**config.mk**
```make
export PLATFORM = sky130hd
export DESIGN_NAME = relay_fifo
export DESIGN_NICKNAME = d
export VERILOG_FILES = /design/src/logic/link_fifo_pkg.sv /design/src/logic/relay_fifo.sv
export SDC_FILE = /design/constraint.sdc
export NUM_CORES = 1
export LEC_CHECK = 0
export ABC_CLOCK_PERIOD_IN_PS = 6300
export CAP_MARGIN = 15
export CORE_MARGIN = 2
export CORE_UTILIZATION = 55
export DETAILED_ROUTE_END_ITERATION = 6
export DONT_BUFFER_PORTS = 1
export HOLD_SLACK_MARGIN = 0.05
export PLACE_DENSITY = 0.7
export SYNTH_ARGS = -nofsm -noshare
export SYNTH_HDL_FRONTEND = slang
export SYNTH_SLANG_ARGS = --single-unit
```
**constraint.sdc**
```tcl
create_clock -name clk_i -period 6.3 [get_ports clk_i]
set_input_delay 0 -clock clk_i [delete_from_list [all_inputs] [get_ports clk_i]]
set_output_delay 0 -clock clk_i [all_outputs]
set_load 0.02 [all_outputs]
```
**src/logic/link_fifo_pkg.sv**
```systemverilog
package link_fifo_pkg;

  ////////////////////
  // widths and counts
  localparam int DATA_W      = 32;
  localparam int ADDR_W      = 12;
  localparam int MASK_W      = DATA_W / 8;
  localparam int COORD_W     = 4;
  localparam int OUT_SCALE   = 2;
  localparam int CHAN_SCALE  = 2;
  localparam int NUM_LINKS   = OUT_SCALE * CHAN_SCALE;
  localparam int OUT_W       = DATA_W * OUT_SCALE;
  localparam int EP_FIFO_ELS = 4;

  // endpoint queue pointer and occupancy widths
  localparam int EP_PTR_W = $clog2(EP_FIFO_ELS);
  localparam int EP_CNT_W = $clog2(EP_FIFO_ELS + 1);

  // arbiter group index width
  localparam int GRP_W = (CHAN_SCALE > 1) ? $clog2(CHAN_SCALE) : 1;

  ////////////////////
  // packet opcodes
  localparam logic [1:0] OP_READ  = 2'b00;
  localparam logic [1:0] OP_WRITE = 2'b01;

  // payload words
  typedef logic [DATA_W-1:0] lane_word_t;
  typedef logic [OUT_W-1:0]  out_word_t;

  typedef struct packed {
    logic [COORD_W-1:0] x;
    logic [COORD_W-1:0] y;
  } coord_t;

  // mesh packet, mask travels along but is not applied
  typedef struct packed {
    logic [1:0]        op;
    logic [ADDR_W-1:0] addr;
    logic [MASK_W-1:0] mask;
    lane_word_t        data;
    coord_t            dst;
    coord_t            src;
  } link_packet_t;

  typedef struct packed {
    logic         v;
    link_packet_t pkt;
  } link_in_t;

  typedef struct packed {
    logic ready;
  } link_out_t;

endpackage

```
**src/logic/relay_fifo.sv**
```systemverilog
module relay_fifo #(
  parameter type payload_t = link_fifo_pkg::lane_word_t
) (
  input  logic     clk_i,
  input  logic     rst_i,
  input  logic     v_i,
  input  payload_t data_i,
  output logic     ready_o,
  output logic     v_o,
  output payload_t data_o,
  input  logic     ready_i
);

  // head drives the output, skid catches a word while head is blocked
  payload_t head_q;
  payload_t skid_q;
  logic     head_v_q;
  logic     skid_v_q;

  logic push;
  logic pop;
  logic load_head_in;
  logic load_skid;

  // skid only fills when head is already valid
  assign ready_o = ~skid_v_q;
  assign v_o     = head_v_q;
  assign data_o  = head_q;

  assign push = v_i & ready_o;
  assign pop  = head_v_q & ready_i;

  assign load_head_in = push & (~head_v_q | pop);
  assign load_skid    = push & head_v_q & ~pop;

  always_ff @(posedge clk_i) begin
    if (rst_i) begin
      head_v_q <= 1'b0;
      skid_v_q <= 1'b0;
    end else begin
      head_v_q <= (head_v_q & ~pop) | push | (pop & skid_v_q);
      skid_v_q <= (skid_v_q & ~pop) | load_skid;
    end
  end

  always_ff @(posedge clk_i) begin
    if (pop && skid_v_q) begin
      head_q <= skid_q;
    end else if (load_head_in) begin
      head_q <= data_i;
    end
    if (load_skid) begin
      skid_q <= data_i;
    end
  end

endmodule

```
# Yosys cells after proc, flatten, opt, wreduce, memory -nomap -nowiden
# Cells that the tools add are included.
[op_classes]
n_reduce_logical = 2
div = 0
multipliers = 0
order_cmp = 0
bitwise = 15
shift = 0
muxes = 2
addsub = 0
n_eq_ne = 0
[ops]
columns = ["op", "count"]
rows = [
  ["$mux 32", 2],
  ["$and 1x1->1", 8],
  ["$or 1x1->1", 4],
  ["$not 1->1", 3],
  ["$reduce_bool 2->1", 1],
  ["$logic_and 1x1->1", 1],
]
[word_totals]
output_inout_bits = 34
latch_bits = 0
ram_bits = 0
inputBits = 36
romBits = 0
ff_bits = 66
mem_count = 0

# Depth between registers and ports, before layout
[logic_depth]
word_depth = 5
depth_mapped = 3

# Worst setup path before layout
# Ideal clock, no wire load.
[synth_path]
path_type = "register to register"
from = "register skid_v_q"
to = "register skid_q[0] in the netlist's numbering, enable pin"
n_path_buf = 0
synth_period_minus_slack_ns = 3.481
path_stages_with_launch = 4
path_slack_ns = 2.819
t_arrival_ns = 3.013
path_cell_list = "dfxtp_1 > inv_1 > nand2_1 > nor3b_1"
[synth_via]
elab_chain_len = 4
[synth_rtl]
columns = ["element", "line", "rtl"]
rows = [
  ["start: declaration", "relay_fifo.sv:18", "logic skid_v_q;"],
  ["start signal: assignment", "relay_fifo.sv:42", "skid_v_q <= (skid_v_q & ~pop) | load_skid;"],
  ["$not 1->1", "relay_fifo.sv:26", "assign ready_o = ~skid_v_q;"],
  ["net ready_o", "relay_fifo.sv:8", "output logic ready_o,"],
  ["$and 1x1->1", "relay_fifo.sv:30", "assign push = v_i & ready_o;"],
  ["$and 1x1->1 (2 in a row)", "relay_fifo.sv:34", "assign load_skid = push & head_v_q & ~pop;"],
  ["net load_skid", "relay_fifo.sv:23", "logic load_skid;"],
  ["end signal: assignment", "relay_fifo.sv:53", "skid_q <= data_i;"],
  ["end: declaration", "relay_fifo.sv:16", "payload_t skid_q;"],
]
# The timed path passes the listed nets, and every way through them passes these cells.
# A chain may end at the register's enable or synchronous reset.

# Worst setup path after layout
[layout_path]
from = "register skid_v_q"
to = "register skid_q[2] in the netlist's numbering, enable pin"
# Same word-level chain as after synthesis.

==> flow_metrics.py <==
metrics = {
    "die": {
        "ios": 70,
        "die_h_um": 71.9,
        "die_w_um": 71.9,
        "rows": 24,
        "coreArea_um2": 4380,
        "start_util": 0.578,
        "fp.dieArea_um2": 5170,
    },
    "clock_network": {
        "post-cts-setup-buffers": 0,
        "cts_root_buf": "clkbuf_8",
        "cts_sinks": 66,
        "clock_latency_ns": 0.33,
        "clkTransAtPathRegs_ns": 0.07,
        "cts_buffers": 9,
        "htreeDepth": 3,
        "clockBufferDepth": 2,
        "cts_tree": "yes",
    },
    "logic_synthesis": {
        "ys.warnings.count": 0,
        "syn_nets": 150,
        "synth_cell_types": 13,
        "yosysSeqAreaShare": 0.774,
        "syn_area_um2": 2540,
        "synthCells": 114,
        "ys_ff_latch": 66,
        "synth_area_per_cell_um2": 22.2,
    },
    "global_route": {
        "track_usage": 0.179,
        "grt_pass1_vias": 1256,
        "antenna_found_initial": 0,
        "grt_max_degree": 33,
        "grt_first_pass_wirelength_um": 6540,
        "gr-total-overflow": 0,
    },
    "detailed_routing": {
        "drt-initial-drc-count": 113,
        "viasPerCell": 5.46,
        "wl_um": 4160,
        "ant_nets": 0,
        "wl_per_cell_um": 19.2,
        "drc": 0,
        "vias": 1184,
        "drtPass1Iterations": 5,
    },
    "run_status": {
        "outcome": "finished clean",
    },
    "sta": {
        "period_minus_slack_ns": 2.24,
        "hold_violations": 0,
        "rsz0062_at_grt": "no",
        "timing.final.ws_setup_ns": 4.06,
        "maxSlewViolCount": 0,
        "period_share": 0.355,
        "setup_violations": 0,
        "skew_ns": 0.00782,
        "slew_headroom": 0.355,
        "tightestPinTransition_ns": 0.963,
        "tns_ns": 0,
        "timing.fmax_mhz": 447,
    },
    "placement": {
        "place_ws_ns": 4.05,
        "numPortBuffers": 0,
        "gp_congestion": 0.697,
        "post_dp_cell_area_um2": 2590,
        "dp_hpwl_um": 2500,
    },
    "layout": {
        "layout.nets": 196,
        "drive_above_1_share": 0.309,
        "final_cell_mix": "edfxtp_1, dlygate4sd3_1, mux2_4",
        "layout_commonest_cell": "edfxtp_1",
        "fillCellCount": 259,
        "n_antenna_cell": 0,
        "syn_to_final_growth_pct": 24.8,
        "fin_area_um2": 3160,
    },
    "critical_path": {
        "cpLargestDelayFamily": "simple AND/OR/NAND/NOR gates",
        "worstPathRequired_ns": 6.31,
        "cp_slowest_cell": "nor3b_2",
        "cp.arrival_ns": 2.25,
        "crit_chain": "inv_1 > nand2_1 > nor3b_2 > buf_4",
        "critPathKind": "flop to flop",
        "slowest_delay_ns": 0.81,
        "setup.worst_path.end_class": "flop",
        "critPathLaunchType": "flop",
        "path_buf_inv": 2,
        "cp_max_fo": 20,
    },
    "power": {
        "swShare": 0.216,
        "p_per_area_nw_per_um2": 309,
        "comb_power_share": 0.059,
        "peakVddDrop_uv": 198,
        "clkPwrFrac": 0.385,
        "total_switching_power_mw": 0.211,
        "power_leakage_nw": 1.21,
        "internal_power_mw": 0.765,
        "power_mw": 0.976,
        "pwr-share-seq": 0.556,
    },
    "flow_run": {
        "cap_viol_max_count": 0,
    },
    "worst_hold_path": {
        "hold_class": "input port to flop",
    },
}
==> state kept, by name (all words and copies together) (netlist names) <==
name,flops
v_o,1
data_o,32
skid_q,32
skid_v_q,1
==> power groups by stage <==
stage | Sequential [mW] | Clock, mW | Combinational (mW)
floorplan | 0.550 | 0 | 0.0295
global placement | 0.552 | 0 | 0.0346
detailed placement | 0.553 | 0 | 0.0363
CTS | 0.543 | 0.382 | 0.0581
global route | 0.545 | 0.400 | 0.0624
finish | 0.543 | 0.376 | 0.0577
==> cell type report <==
cell class | instances | area (um2) | area share
clock buffers | 10 | 128 | 0.0403
clock inverters | 6 | 81.3 | 0.0257
inverters | 2 | 7.51 | 0.00237
multi-input cells | 43 | 546 | 0.172
flip-flops and latches | 66 | 1960 | 0.620
well taps | 52 | 65.1 | 0.0206
repair buffers | 38 | 375 | 0.119
==> cell families (layout without fill, tap and decap cells) <==
kind of cell    after synthesis  count (layout)  share of synthesized area
flops                        66              66                      0.774
mux                          32              32                      0.186
simple gates                  6               6                     0.0128
compound gates                5               5                     0.0109
buf+inv                       5              56                     0.0163
==> Yosys cell counts <==
cell	n	share of area
a211oi_1	1	0.0030
a21oi_1	3	0.0059
buf_6	3	0.013
dfxtp_1	2	0.016
edfxtp_1	64	0.76
inv_1	2	0.0030
mux2_2	2	0.0089
mux2_4	30	0.18
nand2_1	1	0.0015
nand3_2	1	0.0039
nor2_1	3	0.0044
nor3b_1	1	0.0030
o21ai_0	1	0.0020
==> metal layers <==
layer	global-route usage	vias to the layer above	routed length, um
li1	-	544	-
met1	0.206	587	1650
met2	0.293	49	2210
met3	0.0708	4	252
met4	0.0881	0	50
met5	0	-	0
==> timing repair <==
action,in CTS,in global routing
resized for setup,0,0
setup endpoints to repair,0,0
hold buffers,36,0
endpoints found under the hold margin,78,0
==> metrics by stage <==
stage          cells  hold WS, ns   util
5_1_grt          217        0.114  0.722
3_5_place_dp     165       0.0757  0.592
6_report         217       0.0916  0.722
3_3_place_gp     165       0.0721  0.592
4_1_cts          217       0.0811  0.722
2_1_floorplan    114       0.0691      -
==> worst paths after layout <==
| kind | startpoint | to | slack (ns) | depth (start not counted) |
|---|---|---|---|---|
| min reg2reg | skid_q[16]$_DFFE_PP_ | data_o[16]$_DFFE_PP_ | 0.55 | 1 |
| max | skid_v_q$_SDFF_PP0_ | skid_q[2]$_DFFE_PP_ | 4.06 | 4 |
| max reg2reg | skid_v_q$_SDFF_PP0_ | skid_q[2]$_DFFE_PP_ | 4.06 | 4 |
| min | v_i | skid_q[18]$_DFFE_PP_ | 0.09 | 2 |
(Power assumes the default switching activity.)
