`src/logic/link_fifo_pkg.sv`:
```
package link_fifo_pkg;

  ////////////////////
  // widths and counts
  localparam int DATA_W      = 32;
  localparam int ADDR_W      = 12;
  localparam int MASK_W      = DATA_W / 8;
  localparam int COORD_W     = 4;
  localparam int OUT_SCALE   = 2;
  localparam int CHAN_SCALE  = 2;
  localparam int NUM_LINKS   = OUT_SCALE * CHAN_SCALE;
  localparam int OUT_W       = DATA_W * OUT_SCALE;
  localparam int EP_FIFO_ELS = 4;

  // endpoint queue pointer and occupancy widths
  localparam int EP_PTR_W = $clog2(EP_FIFO_ELS);
  localparam int EP_CNT_W = $clog2(EP_FIFO_ELS + 1);

  // arbiter group index width
  localparam int GRP_W = (CHAN_SCALE > 1) ? $clog2(CHAN_SCALE) : 1;

  ////////////////////
  // packet opcodes
  localparam logic [1:0] OP_READ  = 2'b00;
  localparam logic [1:0] OP_WRITE = 2'b01;

  // payload words
  typedef logic [DATA_W-1:0] lane_word_t;
  typedef logic [OUT_W-1:0]  out_word_t;

  typedef struct packed {
    logic [COORD_W-1:0] x;
    logic [COORD_W-1:0] y;
  } coord_t;

  // mesh packet, mask travels along but is not applied
  typedef struct packed {
    logic [1:0]        op;
    logic [ADDR_W-1:0] addr;
    logic [MASK_W-1:0] mask;
    lane_word_t        data;
    coord_t            dst;
    coord_t            src;
  } link_packet_t;

  typedef struct packed {
    logic         v;
    link_packet_t pkt;
  } link_in_t;

  typedef struct packed {
    logic ready;
  } link_out_t;

endpackage

```
`src/logic/relay_fifo.sv`:
```
module relay_fifo #(
  parameter type payload_t = link_fifo_pkg::lane_word_t
) (
  input  logic     clk_i,
  input  logic     rst_i,
  input  logic     v_i,
  input  payload_t data_i,
  output logic     ready_o,
  output logic     v_o,
  output payload_t data_o,
  input  logic     ready_i
);

  // head drives the output, skid catches a word while head is blocked
  payload_t head_q;
  payload_t skid_q;
  logic     head_v_q;
  logic     skid_v_q;

  logic push;
  logic pop;
  logic load_head_in;
  logic load_skid;

  // skid only fills when head is already valid
  assign ready_o = ~skid_v_q;
  assign v_o     = head_v_q;
  assign data_o  = head_q;

  assign push = v_i & ready_o;
  assign pop  = head_v_q & ready_i;

  assign load_head_in = push & (~head_v_q | pop);
  assign load_skid    = push & head_v_q & ~pop;

  always_ff @(posedge clk_i) begin
    if (rst_i) begin
      head_v_q <= 1'b0;
      skid_v_q <= 1'b0;
    end else begin
      head_v_q <= (head_v_q & ~pop) | push | (pop & skid_v_q);
      skid_v_q <= (skid_v_q & ~pop) | load_skid;
    end
  end

  always_ff @(posedge clk_i) begin
    if (pop && skid_v_q) begin
      head_q <= skid_q;
    end else if (load_head_in) begin
      head_q <= data_i;
    end
    if (load_skid) begin
      skid_q <= data_i;
    end
  end

endmodule

```
`src/logic/width_merger.sv`:
```
module width_merger (
  input  logic                                                  clk_i,
  input  logic                                                  rst_i,
  input  logic [link_fifo_pkg::OUT_SCALE-1:0]                   lane_v_i,
  input  link_fifo_pkg::lane_word_t [link_fifo_pkg::OUT_SCALE-1:0] lane_data_i,
  output logic [link_fifo_pkg::OUT_SCALE-1:0]                   lane_ready_o,
  output logic                                                  v_o,
  output link_fifo_pkg::out_word_t                              data_o,
  input  logic                                                  ready_i
);

  logic                     all_v;
  logic                     join_ready;
  link_fifo_pkg::out_word_t joined;

  // a group only moves once every lane holds a word
  assign all_v = &lane_v_i;

  // lane 0 lands in the low bits
  always_comb begin
    joined = '0;
    for (int j = 0; j < link_fifo_pkg::OUT_SCALE; j++) begin
      joined[j*link_fifo_pkg::DATA_W +: link_fifo_pkg::DATA_W] = lane_data_i[j];
    end
  end

  // all lanes of the group pop on the same edge
  assign lane_ready_o = {link_fifo_pkg::OUT_SCALE{all_v & join_ready}};

  // buffer the joined word so arbiter stalls stay off the lane path
  relay_fifo #(
    .payload_t (link_fifo_pkg::out_word_t)
  ) u_join_relay (
    .clk_i   (clk_i),
    .rst_i   (rst_i),
    .v_i     (all_v),
    .data_i  (joined),
    .ready_o (join_ready),
    .v_o     (v_o),
    .data_o  (data_o),
    .ready_i (ready_i)
  );

endmodule

```
`config.mk`:
```
export PLATFORM = sky130hd
export DESIGN_NAME = width_merger
export DESIGN_NICKNAME = d
export VERILOG_FILES = /design/src/logic/link_fifo_pkg.sv /design/src/logic/relay_fifo.sv /design/src/logic/width_merger.sv
export SDC_FILE = /design/constraint.sdc
export NUM_CORES = 1
export LEC_CHECK = 0
export BUFFER_PORTS_ARGS = -buffer_cell sky130_fd_sc_hd__buf_2
export CORE_ASPECT_RATIO = 0.9
export CORE_MARGIN = 1
export CORE_UTILIZATION = 38
export CTS_BUF_LIST = sky130_fd_sc_hd__clkbuf_4
export DETAILED_ROUTE_END_ITERATION = 7
export PLACE_DENSITY_LB_ADDON = 0.25
export SYNTH_ARGS = -nofsm -noshare
export SYNTH_HDL_FRONTEND = slang
export SYNTH_HIERARCHICAL = 1
export SYNTH_SLANG_ARGS = --single-unit
```
`constraint.sdc`:
```
create_clock -name clk_i -period 18.2 [get_ports clk_i]
set_input_delay 1.82 -clock clk_i [delete_from_list [all_inputs] [get_ports clk_i]]
set_output_delay 1.82 -clock clk_i [all_outputs]
set_load 0.03 [all_outputs]
```
# Yosys cells after proc, flatten, opt, wreduce, memory -nomap -nowiden
# Cells that the tools add are included.
# word_totals
in_bits,69
ff_bits,130
word_cells,24
# op_classes
reduce_logical,3
mux,2
bitwise,15
# ops
op,n
$mux 64,2
$and 1x1->1,8
$or 1x1->1,4
$not 1->1,3
$reduce_and 2->1,1
$reduce_bool 2->1,1
$logic_and 1x1->1,1

# Depth between registers and ports, before layout
# Gate-level depths: netlist (run 1).
# logic_depth
ltp_word,5
ltp_mapped,3

# By module
# Netlist (run 1), hierarchy kept.
# by_module_without_submodules
mod,instances,cells_per_inst,seq_area_each_um2,area_each_um2
relay_fifo,1,213,3883.7,4780.8
width_merger,1,3,0.0,20.0

# Worst setup path after synthesis (run 1)
# OpenSTA, ideal clock, no wires.
# synth_timing
path_type,input to register
start,in lane_v_i[0] (netlist bit)
end,reg u_join_relay/skid_q[0] (netlist bit) (enable)
path_slack_ns,10.906
arrival_ns,6.715
setup_ns,0.579
path_buffers,0
path_stages,3
path_cell_list,and2_1 nand2_1 nor3b_1
# synth_between
elab_chain_len,4
# synth_rtl
element,line_no,text
from (decl),width_merger.sv:4,"input logic [link_fifo_pkg::OUT_SCALE-1:0] lane_v_i,"
$reduce_and 2->1,width_merger.sv:17,assign all_v = &lane_v_i;
$and 1x1->1,relay_fifo.sv:30,assign push = v_i & ready_o;
$and 1x1->1 (2 in series),relay_fifo.sv:34,assign load_skid = push & head_v_q & ~pop;
named net u_join_relay.load_skid,relay_fifo.sv:23,logic load_skid;
to (signal assigned),relay_fifo.sv:53,skid_q <= data_i;
to (decl),relay_fifo.sv:16,payload_t skid_q;
# The timed path passes the listed nets, and every way through them passes these cells.
# A chain may end at the register's enable or synchronous reset.

# Final worst setup path (run 1)
# layout_timing
start,in lane_v_i[0] (netlist bit)
end,out lane_ready_o[0] (netlist bit)
# layout_between
elab_chain_len,2
# layout_rtl
element,line_no,text
$reduce_and 2->1,width_merger.sv:17,
$and 1x1->1,width_merger.sv:28,assign lane_ready_o = {link_fifo_pkg::OUT_SCALE{all_v & join_ready}};
to (decl),width_merger.sv:6,"output logic [link_fifo_pkg::OUT_SCALE-1:0] lane_ready_o,"
# No other way between the ends.

==> impl_metrics.csv, run 1 <==
group,metric,value,unit
pwr,p_leak,2.22,nW
global_route,grtUsageTotal,14.0,%
sta,relSlewSlack,33.6,%
clocking,cts_tree,"built",
synth,synth_largest_area_cell,"edfxtp_1",
synth,synth_seq_cells,130,
layout,stdcell_area,5910,µm²
synth,syn_inst,216,
routing,first_pass_iters,4,
worst_setup_path,crit_top_cell,"buf_2",
placed_design,globalplace.congestion,0.673,
clocking,cts_hold_buf,0,
die,ioPinCount,136,
synth,synth_fa_ha_area_share,0,%
synth,yosys.area_share.simple,1.09,%
synth,yosys_warnings,6,
synth,synthTopCellsByCount,"edfxtp_1, mux2_2, clkbuf_8",
worst_setup_path,cp_top_family,"buffers and inverters",
synth,synth.most_common_cell,"edfxtp_1",
placed_design,dp_slack,14.13,ns
die,core_area,12200,µm²
routing,drt_iter0_drc,128,
synth,synth-seq-area-share,80.9,%
clocking,clockBufferDepth,2,
synth,synth_mux_area_share,15.4,%
placed_design,dp.final_hpwl,5420,µm
synth,synth_compound_area_share,0.573,%
sta,fin_skew,0.0115,ns
die,die_h,109,µm
clocking,cts_root_buf,"clkbuf_4",
worst_setup_path,cp_max_fo,2,
worst_setup_path,start_kind,"input port",
synth,synth-xor-area-share,0,%
worst_setup_path,worstPathCellList,"buf_2 -> and3_1 -> buf_2",
sta,fin_setup_tns,0,ns
worst_setup_path,cpMaxStageDelayCell,"buf_2",
worst_hold_path,hp-class,"reg -> reg",
sta,fin_crit,4.07,ns
synth,ys_types,16,
routing,vias,2504,
routing,wirelength,8540,µm
clocking,htree_levels,4,
sta,rsz0062_at_grt,"false",
flow_run,max-cap-violations,0,
die,rows,38,
clocking,clock_latency,0.52,ns
die,initial_utilization,39.4,%
die,dieArea,13100,µm²
layout,area_growth,23.1,%
worst_setup_path,crit_required,16.38,ns
clocking,cts_sinks,130,
global_route,grt_overflow,0,
synth,syn-cell-area,4800,µm²
die,die_width,120,µm
worst_setup_path,worst-setup-path-type,"in -> out",
sta,tightest_slew,0.996,ns
synth,syn_nets,285,
global_route,grt_max_degree,65,
pwr,peakVddDrop,0.0700,mV
global_route,grt_pass1_wl,13100,µm
routing,vias_per_cell,4.63,
synth,synth_top_family_by_area,"multiplexers",
worst_setup_path,crit_arrival,2.25,ns
sta,period_share,22.4,%
synth,ys.flop_type,"edfxtp_1",
worst_setup_path,max_stage_delay,0.17,ns
worst_hold_path,holdPathStages,1,
sta,drv_slew,0,
layout,layout-drive-gt1-share,61.5,%
layout,final_nets,435,
synth,synth_top_area_share,80.1,%
placed_design,dpl_cell_area,5620,µm²
synth,synth.avg_cell_area,22.2,µm²
clocking,path_clk_slew,0.11,ns
synth,synthArstFlopShare,0,%
routing,drc,0,
sta,setup_viol,0,
sta,layout_setup_ws,14.13,ns
run_status,status,"completed",
sta,finalHoldViolCount,0,
synth,synth-edff-count,128,
placed_design,portBuffers,135,
clocking,cts_resized,0,
routing,ant_nets,0,
worst_setup_path,cp-end-kind,"output port",
pwr,powerDensity,98.9,nW/µm²
routing,wl_per_cell,15.8,µm
worst_setup_path,cp.buffers_inverters,2,
sta,max_freq,246,MHz
worst_setup_path,reg2reg_depth,3,
clocking,post-cts-setup-buffer-count,0,
synth,synthTopCellsByArea,"edfxtp_1, mux2_2, clkbuf_8",
worst_setup_path,crit_cells,3,
global_route,grt_antenna_before_repair,1,
global_route,grt_pass1_vias,2550,
clocking,cts_buffers,17,
[sequential cells by signal, summed over array words and instances, names as in the netlist]
register and flops:
u_join_relay/data_o 64, u_join_relay/skid_q 64, u_join_relay/skid_v_q 1, u_join_relay/v_o 1
[report_power, final]
| part | total, W | switching [W] | internal, W |
|---|---|---|---|
| Combinational | 0.0000471 | 0.0000304 | 0.0000167 |
| Clock | 0.000195 | 0.0000996 | 0.0000956 |
| Sequential | 0.000342 | 0.00000247 | 0.000340 |
| Total | 0.000585 | 0.000132 | 0.000452 |
[layout make-up]
cell class / instances / area [µm²]
repair buffers: 138 / 698
clock buffers: 19 / 143
diodes: 2 / 5.00
inverters: 2 / 7.51
fillers: 1072 / 6260
clock inverters: 13 / 143
well taps: 160 / 200
flip-flops and latches: 130 / 3880
multi-input cells: 77 / 832
[per-layer routing]
layer	vias up	global-route usage, %	routed length (µm)
met5	-	0	0
met4	0	7.14	192
met3	13	6.85	624
met2	90	21.8	4060
met1	1231	16.1	3660
li1	1170	-	-
[cells in the final DEF, fill, tap and decap left out, types with 2 or more instances in the layout]
cell and count:
mux2_4 5, clkinvlp_4 3, clkbuf_4 19, bufinv_16 3, clkinv_1 4, diode_2 2, a21oi_1 3, clkinv_2 3
inv_1 2, dfxtp_1 2, buf_2 135, edfxtp_1 128, mux2_2 59, buf_4 3, nor2_1 2
[path summary, 6_finish.rpt]
path              slack (ns)               startpoint                      end
setup / recovery       14.13              lane_v_i[0]          lane_ready_o[0]
hold / removal          0.55  u_join_relay/skid_q[52]  u_join_relay/data_o[52]
setup reg to reg       15.94         u_join_relay/v_o  u_join_relay/data_o[32]
hold reg to reg         0.55  u_join_relay/skid_q[52]  u_join_relay/data_o[52]
[through the flow]
| step | cells | hold WS (ns) | utilization, % | power (W) |
|---|---|---|---|---|
| after floorplan | 216 | 0.525 | - | 0.000378 |
| after global placement | 507 | 0.529 | 46.2 | 0.000396 |
| after detailed placement | 507 | 0.533 | 46.2 | 0.000397 |
| after CTS | 539 | 0.561 | 48.5 | 0.000594 |
| after global routing | 540 | 0.555 | 48.6 | 0.000609 |
| final | 541 | 0.550 | 48.6 | 0.000585 |
[cells by family after synthesis]
| kind of cell | Yosys count |
|---|---|
| AOI/OAI and AO/OA | 5 |
| and+or+nand+nor | 8 |
| DFF | 130 |
| muxes | 64 |
| buffers and inverters | 9 |
[worst register-to-register path: cells and delay by family, from the launching register on]
family	cells	cell delay, ns
AOI/OAI and AO/OA	1	0.16
buffers and inverters	1	0.61
DFF	1	0.50
and+or+nand+nor	1	0.62
Power figures use the tool's default switching activity.
==> inputs of run 2 (changes only) <==
Clock period 18.2 ns to 4.2 ns, I/O delays scaled along.
==> impl_metrics.csv, run 2 (same netlist as run 1, synthesis figures left out) <==
group,metric,value,unit
run_status,status,"completed",
die,die_width,120,µm
die,initial_utilization,39.4,%
layout,final_nets,438,
layout,multi_input_area,838,µm²
sta,drv_slew,0,
sta,rsz0062_at_grt,"false",
sta,fin_skew,0.0102,ns
clocking,cts_resized,0,
placed_design,globalplace.congestion,0.672,
worst_setup_path,cp_top_family,"simple AND/OR/NAND/NOR gates",
placed_design,portBuffers,135,
worst_setup_path,max_stage_delay,0.60,ns
clocking,htree_levels,4,
sta,finalHoldViolCount,0,
routing,drc,0,
sta,layout_setup_ws,1.95,ns
global_route,grt_antenna_before_repair,1,
routing,first_pass_iters,4,
routing,wl_per_cell,15.1,µm
worst_setup_path,cp-end-kind,"register",
worst_setup_path,worstPathCellList,"a21oi_1 -> nor2_4 -> buf_4",
layout,nFillCells,1100,
layout,layout-drive-gt1-share,61.0,%
clocking,path_clk_slew,0.11,ns
die,dieArea,13100,µm²
clocking,clock_latency,0.52,ns
clocking,cts_buffers,17,
sta,max_freq,445,MHz
worst_setup_path,start_kind,"register",
sta,relSlewSlack,33.9,%
routing,drt_iter0_drc,140,
die,core_area,12200,µm²
die,ioPinCount,136,
sta,fin_crit,2.25,ns
worst_setup_path,crit_arrival,2.40,ns
worst_setup_path,cp.buffers_inverters,1,
clocking,post-cts-setup-buffer-count,0,
sta,fin_setup_tns,0,ns
pwr,p_leak,2.25,nW
pwr,powerDensity,426,nW/µm²
die,die_h,109,µm
pwr,peakVddDrop,0.183,mV
routing,wirelength,8180,µm
global_route,grtUsageTotal,13.5,%
layout,final_common_cell,"buf_2",
routing,vias_per_cell,4.50,
worst_setup_path,worst-setup-path-type,"reg -> reg",
flow_run,max-cap-violations,0,
global_route,grt_pass1_vias,2460,
worst_hold_path,hp-class,"in -> reg",
routing,ant_nets,0,
sta,period_share,53.5,%
layout,regArea,3880,µm²
die,rows,38,
worst_setup_path,cp_max_fo,42,
sta,setup_viol,0,
layout,area_growth,24.3,%
global_route,grt_pass1_wl,12600,µm
clocking,cts_hold_buf,1,
global_route,grt_max_degree,65,
clocking,clockBufferDepth,2,
placed_design,dp.final_hpwl,5130,µm
layout,layout_common_cells,"buf_2, edfxtp_1, mux2_2, clkbuf_4, mux2_4",
clocking,cts_root_buf,"clkbuf_4",
placed_design,dp_slack,1.82,ns
worst_setup_path,crit_required,4.36,ns
global_route,grt_overflow,0,
clocking,cts_sinks,130,
worst_setup_path,cpMaxStageDelayCell,"nor2_4",
routing,vias,2446,
clocking,cts_tree,"built",
sta,tightest_slew,0.991,ns
run 2: cell types whose count changed in the layout (fill, tap and decap cells not counted), sizes merged:
cell,delta
buf,-1
clkinv,+2
dlygate4sd3,+4
diode,-1
inv,+1
clkinvlp,-1
clkbuf,-2
run 2: worst paths after layout:
kind                      startpoint                 endpoint  slack (ns)  cells after the start
max                 u_join_relay/v_o  u_join_relay/data_o[55]        1.95                      3
max reg2reg         u_join_relay/v_o  u_join_relay/data_o[55]        1.95                      3
min reg2reg  u_join_relay/skid_q[21]  u_join_relay/data_o[21]        0.56                      1
min                  lane_data_i[30]  u_join_relay/skid_q[30]        0.08                      1
run 2: layout make-up:
class                   count  area share [%]
flip-flops and latches    130            65.1
clock inverters            15            2.79
well taps                 160            3.35
inverters                   2           0.126
clock buffers              17            2.14
multi-input cells          77            14.0
diodes                      1          0.0419
repair buffers            141            12.5
run 2: worst reg2reg max path: stages (launching register included):
cell and delay [ns]:
dfxtp_1 0.51, a21oi_1 0.16, nor2_4 0.60, buf_4 0.60
run 2: report_power, final:
group	internal [W]	switching, W
registers	0.00147	0.0000102
logic	0.0000754	0.000132
clock network	0.000407	0.000447
total	0.00196	0.000589
run 2: per-stage QoR:
stage          utilization (%)  cell area [µm²]  power, W  std cells  hold WS [ns]
2_1_floorplan                -             4810   0.00164        216         0.489
3_3_place_gp              46.3             5630   0.00172        506         0.528
3_5_place_dp              46.3             5630   0.00172        506         0.534
4_1_cts                   48.8             5940   0.00259        539       0.00914
5_1_grt                   49.0             5970   0.00265        543       0.00487
6_report                  49.0             5970   0.00254        543        0.0827
run 2: routing by layer:
metal | routed length [µm] | GRT usage, % | up-vias
li1 | - | - | 1168
met1 | 3500 | 15.1 | 1172
met2 | 3940 | 21.2 | 91
met3 | 566 | 6.75 | 15
met4 | 178 | 7.23 | 0
met5 | 0 | 0 | -
