## src/logic/link_fifo_pkg.sv

```systemverilog
package link_fifo_pkg;

  ////////////////////
  // widths and counts
  localparam int DATA_W      = 32;
  localparam int ADDR_W      = 12;
  localparam int MASK_W      = DATA_W / 8;
  localparam int COORD_W     = 4;
  localparam int OUT_SCALE   = 2;
  localparam int CHAN_SCALE  = 2;
  localparam int NUM_LINKS   = OUT_SCALE * CHAN_SCALE;
  localparam int OUT_W       = DATA_W * OUT_SCALE;
  localparam int EP_FIFO_ELS = 4;

  // endpoint queue pointer and occupancy widths
  localparam int EP_PTR_W = $clog2(EP_FIFO_ELS);
  localparam int EP_CNT_W = $clog2(EP_FIFO_ELS + 1);

  // arbiter group index width
  localparam int GRP_W = (CHAN_SCALE > 1) ? $clog2(CHAN_SCALE) : 1;

  ////////////////////
  // packet opcodes
  localparam logic [1:0] OP_READ  = 2'b00;
  localparam logic [1:0] OP_WRITE = 2'b01;

  // payload words
  typedef logic [DATA_W-1:0] lane_word_t;
  typedef logic [OUT_W-1:0]  out_word_t;

  typedef struct packed {
    logic [COORD_W-1:0] x;
    logic [COORD_W-1:0] y;
  } coord_t;

  // mesh packet, mask travels along but is not applied
  typedef struct packed {
    logic [1:0]        op;
    logic [ADDR_W-1:0] addr;
    logic [MASK_W-1:0] mask;
    lane_word_t        data;
    coord_t            dst;
    coord_t            src;
  } link_packet_t;

  typedef struct packed {
    logic         v;
    link_packet_t pkt;
  } link_in_t;

  typedef struct packed {
    logic ready;
  } link_out_t;

endpackage

```

## src/logic/link_endpoint.sv

```systemverilog
module link_endpoint (
  input  logic                      clk_i,
  input  logic                      rst_i,
  input  link_fifo_pkg::link_in_t   link_i,
  input  link_fifo_pkg::coord_t     my_coord_i,
  output link_fifo_pkg::link_out_t  link_o,
  output logic                      v_o,
  output link_fifo_pkg::lane_word_t data_o,
  input  logic                      ready_i,
  output logic                      drop_o
);

  logic [link_fifo_pkg::EP_PTR_W-1:0] wr_q;
  logic [link_fifo_pkg::EP_PTR_W-1:0] rd_q;
  logic [link_fifo_pkg::EP_CNT_W-1:0] cnt_q;
  link_fifo_pkg::lane_word_t          mem_q [link_fifo_pkg::EP_FIFO_ELS];
  logic                               drop_q;

  logic full;
  logic accept;
  logic hit;
  logic push;
  logic pop;

  // circular pointer step
  function automatic logic [link_fifo_pkg::EP_PTR_W-1:0] ptr_next(
    input logic [link_fifo_pkg::EP_PTR_W-1:0] p
  );
    if (p == link_fifo_pkg::EP_PTR_W'(link_fifo_pkg::EP_FIFO_ELS - 1)) begin
      return '0;
    end
    return p + 1'b1;
  endfunction

  ////////////////////
  // link side filter
  assign full   = cnt_q == link_fifo_pkg::EP_CNT_W'(link_fifo_pkg::EP_FIFO_ELS);
  assign accept = link_i.v & ~full;
  assign hit    = (link_i.pkt.op == link_fifo_pkg::OP_WRITE) &&
                  (link_i.pkt.dst == my_coord_i);
  assign push   = accept & hit;

  assign link_o.ready = ~full;
  assign drop_o       = drop_q;

  ////////////////////
  // lane side
  assign v_o    = cnt_q != '0;
  assign data_o = mem_q[rd_q];
  assign pop    = v_o & ready_i;

  always_ff @(posedge clk_i) begin
    if (rst_i) begin
      wr_q   <= '0;
      rd_q   <= '0;
      cnt_q  <= '0;
      drop_q <= 1'b0;
    end else begin
      // bad packets are taken off the link but never queued
      drop_q <= accept & ~hit;
      if (push) begin
        wr_q <= ptr_next(wr_q);
      end
      if (pop) begin
        rd_q <= ptr_next(rd_q);
      end
      case ({push, pop})
        2'b10:   cnt_q <= cnt_q + 1'b1;
        2'b01:   cnt_q <= cnt_q - 1'b1;
        default: cnt_q <= cnt_q;
      endcase
    end
  end

  always_ff @(posedge clk_i) begin
    if (push) begin
      mem_q[wr_q] <= link_i.pkt.data;
    end
  end

endmodule

```

## config.mk

```make
export PLATFORM = sky130hd
export DESIGN_NAME = link_endpoint
export DESIGN_NICKNAME = d
export VERILOG_FILES = /design/src/logic/link_fifo_pkg.sv /design/src/logic/link_endpoint.sv
export SDC_FILE = /design/constraint.sdc
export NUM_CORES = 1
export LEC_CHECK = 0
export ABC_AREA = 1
export BUFFER_PORTS_ARGS = -buffer_cell sky130_fd_sc_hd__buf_2
export CAP_MARGIN = 15
export CORE_UTILIZATION = 49
export CTS_BUF_LIST = sky130_fd_sc_hd__clkbuf_16
export CTS_CLUSTER_SIZE = 24
export DETAILED_ROUTE_END_ITERATION = 10
export GPL_ROUTABILITY_DRIVEN = 0
export PLACE_DENSITY = 0.86
export SLEW_MARGIN = 20
export SYNTH_ARGS = -nofsm -noshare
export SYNTH_HDL_FRONTEND = slang
export SYNTH_SLANG_ARGS = --single-unit
```

## constraint.sdc

```tcl
create_clock -name clk_i -period 2.5 [get_ports clk_i]
set_input_delay 0.125 -clock clk_i [delete_from_list [all_inputs] [get_ports clk_i]]
set_output_delay 0.125 -clock clk_i [all_outputs]
set_load 0.1 [all_outputs]
```

Word level (Yosys, flattened, before mapping)
Memory sizes are Yosys's and may differ from the RTL's. A register that Yosys moved wholly into a read port is not among the register bits. Cells that the tools add are included.

Flip-flop bits (word level): 8. RAM bits: 128. Input bits: 78. Output and inout port bits: 35. Word-level logic and storage cells: 40. Memories: 1.

Add/sub/neg operators: 4. Equality and inequality tests: 7. Mux-type cells: 15. Bitwise logic cells: 6. Reduce and logical (&&, ||, !) cells: 3.

Memories: mem_q (words 4, bits a word 32, rd ports 1, clocked after Yosys merged registers in 1, wr ports 1, RTL line link_endpoint.sv:16) `link_fifo_pkg::lane_word_t mem_q [link_fifo_pkg::EP_FIFO_ELS];`.

Operator list (number): 2-bit 2-to-1 mux (6); 8-bit == test (1); 1-bit 2-to-1 mux (8); 2-bit == test, second input constant (3); 3-bit case mux with 2 select lines (1); 2-bit by 1-bit adder with 2-bit output, second input constant (2); 1-bit bitwise AND (4); 2-bit by 1-bit == test with 1-bit output, second input constant (2); 3-bit by 1-bit adder with 3-bit output, second input constant (1); 3-bit == test, second input constant (1); 3-bit nonzero test (1); 3-bit by 1-bit subtractor with 3-bit output, second input constant (1); 1-bit NOT (2); 2-bit nonzero test (1); 1-bit logical AND (1).

Depth between registers and ports, before layout
Gate-level depths: netlist of run 1.

Depth after elaboration: 7. Depth in mapped cells: 14. Mapped depth without buffers: 14.

Worst setup path before layout of run 1
Ideal clock, no wire load.

Path type: register to register. Start point: register cnt_q[0] (netlist name). End point: memory mem_q[3][0] (netlist name), enable pin. Library setup time: 421 ps. Data arrival time: 2946 ps. Required time: 2079 ps. Setup slack: -867 ps. Stages on the path, launching flop included: 7. Buffers on the path: 1. Clock period less this slack: 3367 ps. Cells stage by stage: dfxtp_1 inv_2 nand3_1 and2_0 buf_2 nand2_2 nor2_1.

Cells in the longest elaborated chain, start to end: 6.

Ends and longest elaborated chain: start: declaration (RTL line link_endpoint.sv:15) `logic [link_fifo_pkg::EP_CNT_W-1:0] cnt_q;`; start signal: assignment (RTL line link_endpoint.sv:68) `2'b10: cnt_q <= cnt_q + 1'b1;`; start signal: assignment (RTL line link_endpoint.sv:69) `2'b01: cnt_q <= cnt_q - 1'b1;`; start signal: assignment (RTL line link_endpoint.sv:70) `default: cnt_q <= cnt_q;`; 3-bit == test (RTL line link_endpoint.sv:37) `assign full = cnt_q == link_fifo_pkg::EP_CNT_W'(link_fifo_pkg::EP_FIFO_ELS);`; 1-bit NOT; named net link_o (RTL line link_endpoint.sv:6) `output link_fifo_pkg::link_out_t link_o,`; 1-bit bitwise AND (RTL line link_endpoint.sv:38) `assign accept = link_i.v & ~full;`; 1-bit bitwise AND (RTL line link_endpoint.sv:41) `assign push = accept & hit;`; 1-bit 2-to-1 mux (RTL line link_endpoint.sv:76) `if (push) begin`; 1-bit 2-to-1 mux (not written as such) (RTL line link_endpoint.sv:77) `mem_q[wr_q] <= link_i.pkt.data;`; end: declaration (RTL line link_endpoint.sv:16).

The timed path passes the listed nets, and every way through them passes these cells.

==> metrics, run 1 <==
status complete, no violations; pre-CTS WS 0.460 ns; Synth Warn # 0; Final Hold Vio Count 0; worst-skew pair later-pin latency 0.41 ns; PortBufs 88; FFs w/ async S/R, synth 0%; Setup crit end kind output pin; CTS tree done; GRT overflow 0; Max-Slew Margin vs Limit 64.9%; Final Critical Period 2.28 ns; GRT Util Overall 21.0%; Synth-to-Final Area Change 30.4%; I/O Pins 113; nets 655; H-tree Lvls 4; Root Buffer Master clkbuf_16; fmax 438 MHz; RSZ-0062 raised after global routing no; clk buf depth 2; power density cells 734 nW/µm²; DRC viols 0; row count 38; worst vdd ir 0.429 mV; global-route wire length before repair 17.9 mm; clock sink count 138; Area contributors post-synth edfxtp_1, o21ai_0, nor2_1, dfxtp_1, o22ai_1; max cap viols 0; Die Ht 108 µm; endpoints failing setup 0; Max Slew Vio Count 0; Synth Register Bits 138; arrival time at the worst endpoint 2.16 ns; Synth Net Count 519; Cell variety after synth 26; Starting Density 50.4%; CP startpoint kind flop; min-delay worst type input pin to flop; initial antenna violation count 0; final core occ 65.8%; Pleak 0.00273 µW; DRT iter0 DRCs 256; WL/cell 16.0 µm; Power, Total 5240 µW; drt first pass iters 4; register area share after synthesis 74.0%; setup slack after layout 0.217 ns; number of enable flip-flop cells after synthesis 128; diode count 0; Worst Path Required 2.38 ns; Post-Syn Area per Cell 12.6 µm²; main flop type after synthesis edfxtp_1; DR vias/cell 5.31; Reg clk slew, reported paths 0.05 ns; clk_skew 0.00392 ns; clock buffer count from CTS 17; crit path kind flop to output pin; Chip Width 108 µm; Mapped Area 5470 µm²; setup bufs post-CTS 0; Setup TNS 0 ns; post-synth top area cell edfxtp_1; ratio of cells with drive above 1 in the final layout 25.6%; top cell type's share of synthesized area 70.3%; die area 11,600 µm²; CP Max Fanout 17; vias in the first global route 3,889; Post-Syn Instances 434; total routed wirelength 11.5 mm; Tcrit/Tclk final 91.3%; via count 3,841; post_cts resized 0; CORE AREA 10,800 µm²; Worst-Margin Slew 0.526 ns; HPWL after DPL 7.14 mm; largest net degree at the start of global routing 49; Post-DRT Antenna Nets 0
[synthesized netlist by cell type, types with 2 or more instances]
master    instances
inv_2             4
o21ai_1           3
xnor2_1           2
nand2_1          31
o22ai_1          32
o21ai_0          66
a21oi_1           6
nor2_1           83
buf_2             7
nand4_1           2
edfxtp_1        128
inv_1            27
nand3_1           3
clkbuf_1         12
ha_1              6
dfxtp_1          10
nand2_2           3
[cell usage in the layout (no fill, tap or decap), types with 2 or more instances in the layout]
| cell type | instances |
|---|---|
| a21oi_1 | 6 |
| buf_12 | 2 |
| buf_2 | 88 |
| buf_4 | 14 |
| bufinv_16 | 4 |
| clkbuf_16 | 17 |
| clkinv_1 | 3 |
| clkinv_2 | 3 |
| clkinv_4 | 2 |
| clkinvlp_4 | 2 |
| dfxtp_1 | 9 |
| dlygate4sd3_1 | 33 |
| edfxtp_1 | 128 |
| ha_1 | 6 |
| inv_1 | 28 |
| inv_2 | 4 |
| nand2_1 | 31 |
| nand2_2 | 3 |
| nand3_2 | 2 |
| nand4_1 | 2 |
| nor2_1 | 79 |
| nor2_4 | 5 |
| o21ai_0 | 66 |
| o21ai_1 | 3 |
| o22ai_1 | 32 |
| xnor2_1 | 2 |
[worst max-delay path, cell delays in order (launching register included)]
cell,delay (ns)
dfxtp_1,0.47
inv_1,0.20
buf_4,0.26
o21ai_0,0.13
o22ai_1,0.20
buf_2,0.47
[state kept, by name, summed over array words and instances (netlist names), named ones only]
register,flops
cnt_q,3
drop_o,1
mem_q,128
wr_q,2
rd_q,2
[routing by layer]
layer	track usage, %	wire length [µm]	share of wire [%]	vias to the layer above
li1	-	-	-	1827
met1	22.5	4390	38	1858
met2	39.1	6280	54	141
met3	4.60	723	6.3	15
met4	9.88	135	1.2	0
met5	0	0	0	-
[per-stage QoR]
step	hold slack (ns)	cells	instance area, µm²
2_1_floorplan	0.197	434	5500
3_3_place_gp	0.301	658	6190
3_5_place_dp	0.307	658	6190
4_1_cts	0.126	723	7130
5_1_grt	0.149	723	7130
6_report	0.129	723	7130
[worst paths after layout]
check / from / to / slack (ns) / cells past startpoint
max: flop / data_o[4] / 0.22 / 5
min: link_i[10] / drop_o / 0.13 / 5
max reg2reg: cnt_q[0] / cnt_q[2] / 0.45 / 11
min reg2reg: cnt_q[1] / cnt_q[1] / 0.52 / 2
[cell families after synthesis]
family	synth area share, %
simple gates	9.54
flops	74.0
fa+ha+maj	1.74
compound gates	10.7
xor+xnor	0.320
buf+inv	3.73
[final cells by class]
cell class	count	area, µm²
well taps	140	175
clock inverters	15	183
clock buffers	17	425
inverters	31	116
repair buffers	137	916
fillers	769	3710
flip-flops and latches	138	4050
multi-input cells	245	1270
[power by group]
| part | total (µW) | internal (µW) | leakage, µW | switching, µW |
|---|---|---|---|---|
| Combinational | 187 | 84.1 | 0.00120 | 102 |
| Clock | 2530 | 1650 | 0.000296 | 877 |
| Sequential | 2520 | 2520 | 0.00123 | 0.991 |
[timing repair]
action                                  4_1_cts  5_1_grt
endpoints found under the setup margin        0        0
hold buffers                                 33        0
endpoints found under the hold margin       129        0
(Power assumes the default switching activity.)
==> run 2: changes to the inputs <==
--- a/config.mk
+++ b/config.mk
@@ -8,12 +8,12 @@
 export ABC_AREA = 1
 export BUFFER_PORTS_ARGS = -buffer_cell sky130_fd_sc_hd__buf_2
 export CAP_MARGIN = 15
-export CORE_UTILIZATION = 49
+export CORE_UTILIZATION = 30
 export CTS_BUF_LIST = sky130_fd_sc_hd__clkbuf_16
 export CTS_CLUSTER_SIZE = 24
 export DETAILED_ROUTE_END_ITERATION = 10
 export GPL_ROUTABILITY_DRIVEN = 0
-export PLACE_DENSITY = 0.86
+export PLACE_DENSITY = 0.62
 export SLEW_MARGIN = 20
 export SYNTH_ARGS = -nofsm -noshare
 export SYNTH_HDL_FRONTEND = slang
==> metrics, run 2 (synthesized netlist as in run 1, its figures left out) <==
Pleak 0.00269 µW (-1.5%); total routed wirelength 11.9 mm (+3.1%); Max Slew Vio Count 0 (unchanged); top flop regs mem_q: 128 flops, cnt_q: 3 flops; Max-Slew Margin vs Limit 66.6% (+1.7 points); Synth-to-Final Area Change 32.2%; Post-DRT Antenna Nets 0 (unchanged); worst-skew pair later-pin latency 0.41 ns (about the same); Tcrit/Tclk final 85.9% (-5.4 points); endpoints failing setup 0 (unchanged); arrival time at the worst endpoint 2.02 ns (-0.14 ns); Worst-Margin Slew 0.504 ns (-0.0218 ns); min-delay worst type input pin to flop; CP Max Fanout 50 (+33); max FFs per register 128 (unchanged); reg2reg end cnt_q[2]; clock sink count 138 (unchanged); worst-case hold path end point rd_q[1]; die area 18,800 µm² (+62%); row count 49 (+29%); drt first pass iters 8 (+4); most frequent cells in the layout edfxtp_1, buf_2, nor2_1, o21ai_0, dlygate4sd3_1; I/O Pins 113 (unchanged); Reg clk slew, reported paths 0.06 ns (about the same); most common cell after layout, fill and taps aside edfxtp_1; H-tree Lvls 4 (unchanged); failing checks DRC; Root Buffer Master clkbuf_16; setup slack after layout 0.352 ns (+0.135 ns); worst vdd ir 0.452 mV (+5.4%); fmax 466 MHz (+6.3%); Final Critical Period 2.15 ns (-0.135 ns); Worst Path Required 2.38 ns (about the same); DRC viols 2 (+2); PortBufs 88 (unchanged); hold depth 4 (-1); GRT Util Overall 13.4% (-7.7 points); clock buffer count from CTS 17 (unchanged); DRT iter0 DRCs 160 (-38%); vias in the first global route 3,788 (-2.6%); Chip Width 137 µm (+27%); pre-CTS WS 0.456 ns (-0.00396 ns); crit path kind flop to output pin; power density cells 713 nW/µm² (-2.9%); DR vias/cell 4.65 (-13%); CORE AREA 17,900 µm² (+65%); Setup crit end kind output pin; GRT overflow 0 (unchanged); global-route wire length before repair 18.3 mm (+2.3%); Starting Density 30.5% (-20 points); Multi-input gate area 1270 µm² (unchanged); Final Hold Vio Count 0 (unchanged); clk_skew 0.00820 ns (+0.00428 ns); Setup TNS 0 ns (unchanged); WL/cell 14.7 µm (-7.6%); nets 650 (-0.76%); largest net degree at the start of global routing 65 (+33%); CP startpoint kind flop; Fillers 1,688 (+120%); diode count 0 (unchanged); HPWL after DPL 7.12 mm (-0.35%); initial antenna violation count 0 (unchanged); via count 3,751 (-2.3%); Hold Path Origin ready_i; ratio of cells with drive above 1 in the final layout 24.9% (-0.64 points); max cap viols 0 (unchanged); r2r startpoint cnt_q[0]; post_cts resized 0 (unchanged); clk buf depth 2 (unchanged); Die Ht 137 µm (+27%); CTS tree done; status finished with violations; reg2reg path depth 11 (unchanged); register area 4050 µm² (unchanged); R2R Setup Slk 0.43 ns (-0.02 ns); RSZ-0062 raised after global routing no; setup bufs post-CTS 0 (unchanged); largest reg by FF count mem_q
==> run 2: cell count changes in the layout (fill, tap and decap cells not counted), sizes merged <==
cell,change
clkinvlp,+3
inv,-1
clkinv,-1
buf,-5
bufinv,-1
==> run 2: metrics by stage <==
stage / utilization [%] / cell area, µm² / cells / power [µW] / hold slack [ns]
after floorplan: - / 5500 / 434 / 2640 / 0.197
after global placement: 35.3 / 6310 / 742 / 2700 / 0.304
after detailed placement: 35.3 / 6310 / 742 / 2720 / 0.310
after CTS: 40.4 / 7230 / 807 / 5210 / 0.0803
after global routing: 40.4 / 7230 / 807 / 5320 / 0.101
final: 40.4 / 7230 / 807 / 5150 / 0.0896
==> run 2: routing by layer <==
layer / vias to the layer above / routed length (µm) / GRT usage [%]
met5: - / 0 / 0
met4: 0 / 231 / 6.65
met3: 21 / 413 / 3.30
met2: 87 / 6090 / 24.0
met1: 1820 / 5160 / 14.6
li1: 1823 / - / -
==> run 2: power by group <==
part / switching [µW] / total [µW] / internal [µW]
combinational: 103 / 187 / 84.0
clock: 900 / 2440 / 1540
sequential: 0.537 / 2520 / 2520
==> run 2: worst max-delay path by stage <==
stage,startpoint,end,slack (ns),cells past startpoint
6_report,flop,data_o[0],0.35,5
5_1_grt,flop,data_o[4],0.20,5
4_1_cts,flop,data_o[6],0.28,5
3_5_place_dp,cnt_q[0],cnt_q[2],0.46,11
3_3_place_gp,cnt_q[0],cnt_q[2],0.47,11
2_1_floorplan,flop,data_o[21],0.08,4
==> run 2: final cells by class <==
cell class / count / share of cell area (%)
inverter: 31 / 1.61
tap: 229 / 3.96
clock inverter: 15 / 2.18
timing repair buffer: 132 / 12.8
sequential: 138 / 56.0
multi-input combinational: 245 / 17.5
clock buffer: 17 / 5.89
==> run 2: repair_timing <==
action / CTS / global route
hold buffers: 33 / 0
setup endpoints to repair: 0 / 0
endpoints found under the hold margin: 129 / 0
==> run 2: critical path, cell delays in order, from the launching register on <==
cell and delay, ns:
dfxtp_2 0.33, inv_2 0.21, buf_12 0.27, o21ai_0 0.11
o22ai_1 0.20, buf_2 0.47
==> run 3: changes to the inputs <==
--- a/config.mk
+++ b/config.mk
@@ -13,7 +13,7 @@
 export CTS_CLUSTER_SIZE = 24
 export DETAILED_ROUTE_END_ITERATION = 10
 export GPL_ROUTABILITY_DRIVEN = 0
-export PLACE_DENSITY = 0.62
+export PLACE_DENSITY = 0.59
 export SLEW_MARGIN = 20
 export SYNTH_ARGS = -nofsm -noshare
 export SYNTH_HDL_FRONTEND = slang
==> metrics, run 3 (synthesized netlist as in run 1, its figures left out) <==
status complete, no violations; Power, Total 5190 µW (+0.72%); Max-Slew Margin vs Limit 65.6% (-0.95 points); via count 3,684 (-1.8%); most common cell after layout, fill and taps aside edfxtp_1; worst-skew pair later-pin latency 0.41 ns (about the same); die area 18,800 µm² (unchanged); power density cells 720 nW/µm² (+0.98%); ratio of cells with drive above 1 in the final layout 24.9% (about the same); GRT Util Overall 13.4% (+0.047 points); Clock Power Share 47.8% (+0.4 points); HPWL after DPL 7.23 mm (+1.6%); Fillers 1,703 (+0.89%); vias in the first global route 3,705 (-2.2%); Root Buffer Master clkbuf_16; setup slack after layout 0.237 ns (-0.115 ns); arrival time at the worst endpoint 2.14 ns (+0.12 ns); Starting Density 30.5% (unchanged); register area 4050 µm² (unchanged); largest reg by FF count mem_q; max cap viols 0 (unchanged); P_int 4240 µW (+2.1%); clock sink count 138 (unchanged); drt first pass iters 4 (-4); final instance area 7210 µm² (-0.26%); DR vias/cell 4.54 (-2.3%); CORE AREA 17,900 µm² (unchanged); global-route wire length before repair 18.4 mm (+0.53%); clk buf depth 2 (unchanged); Pleak 0.00272 µW (+1.3%); top flop regs mem_q: 128 flops, cnt_q: 3 flops; initial antenna violation count 0 (unchanged); Multi-input gate area 1270 µm² (unchanged); CTS hold repair buffers 33 (unchanged); placed inst area 6290 µm² (-0.40%); worst vdd ir 0.450 mV (-0.54%); most frequent cells in the layout edfxtp_1, buf_2, nor2_1, o21ai_0, dlygate4sd3_1; crit path kind flop to output pin; Fin Hold WS 0.107 ns (+0.0177 ns); total routed wirelength 11.9 mm (-0.23%); Net Sw Power 954 µW (-4.9%); Die Ht 137 µm (unchanged); Seq pwr share 48.6% (-0.4 points); CP startpoint kind flop; Final Hold Vio Count 0 (unchanged); Worst-Margin Slew 0.519 ns (+0.0144 ns); DRC viols 0 (-2); H-tree Lvls 4 (unchanged); I/O Pins 113 (unchanged); Comb power frac 3.5% (about the same); pre-CTS WS 0.442 ns (-0.0143 ns); Max Slew Vio Count 0 (unchanged); Setup crit end kind output pin; PortBufs 88 (unchanged); Final Critical Period 2.26 ns (+0.115 ns); CTS tree done; Post-DRT Antenna Nets 0 (unchanged); row count 49 (unchanged); setup bufs post-CTS 0 (unchanged); clk_skew 0.00354 ns (-0.00465 ns); clock buffer count from CTS 17 (unchanged); Worst Path Required 2.38 ns (about the same); GRT overflow 0 (unchanged); Reg clk slew, reported paths 0.05 ns (about the same); post_cts resized 0 (unchanged); CP Max Fanout 30 (-40%); largest net degree at the start of global routing 37 (-43%); endpoints failing setup 0 (unchanged); Chip Width 137 µm (unchanged); WL/cell 14.6 µm (-0.72%); diode count 0 (unchanged); Synth-to-Final Area Change 31.8%; R2R Setup Slk 0.39 ns (-0.04 ns); RSZ-0062 raised after global routing no; nets 655 (+0.77%); max FFs per register 128 (unchanged); switching share of total power 18.4% (-1.1 points); Tcrit/Tclk final 90.5% (+4.6 points); fmax 442 MHz (-5.1%); Setup TNS 0 ns (unchanged); min-delay worst type input pin to flop; DRT iter0 DRCs 200 (+25%)
## run 3: worst max-delay path: stages, from the launching register on
cell     delay [ns]
dfxtp_2        0.49
buf_4          0.38
o21ai_0        0.17
o22ai_1        0.21
buf_2          0.47
## run 3: stage by stage
stage / cells / util, %
after CTS: 811 / 40.3
after global routing: 811 / 40.3
after floorplan: 434 / -
after global placement: 747 / 35.1
final: 811 / 40.3
after detailed placement: 747 / 35.1
## run 3: path summary, 6_finish.rpt
path              startpoint         end  cells past startpoint
hold reg to reg      rd_q[1]     rd_q[1]                      2
hold / removal       ready_i     rd_q[1]                      4
setup / recovery        flop  data_o[27]                      4
setup reg to reg    cnt_q[0]    cnt_q[2]                     11
## run 3: final cells by class
type,instances,area share [%]
Multi-Input combinational cell,245,17.6
Timing Repair Buffer,137,12.5
Tap cell,229,3.98
Inverter,31,1.61
Clock buffer,17,5.90
Sequential cell,138,56.1
Clock inverter,14,2.27
## run 3: per-layer routing
layer | part of all wire [%] | vias to the layer above | GRT usage, %
li1 | - | 1826 | -
met1 | 45 | 1763 | 15.7
met4 | 1.2 | 0 | 5.07
met3 | 4.3 | 15 | 4.00
met5 | 0 | - | 0
met2 | 50 | 80 | 23.1
## run 3: power by group through the flow
stage               combinational (µW)  sequential (µW)  clock, µW
finish                             183             2520       2480
global route                       203             2520       2630
CTS                                185             2520       2540
detailed placement                 143             2570          0
global placement                   137             2570          0
floorplan                         61.6             2580          0
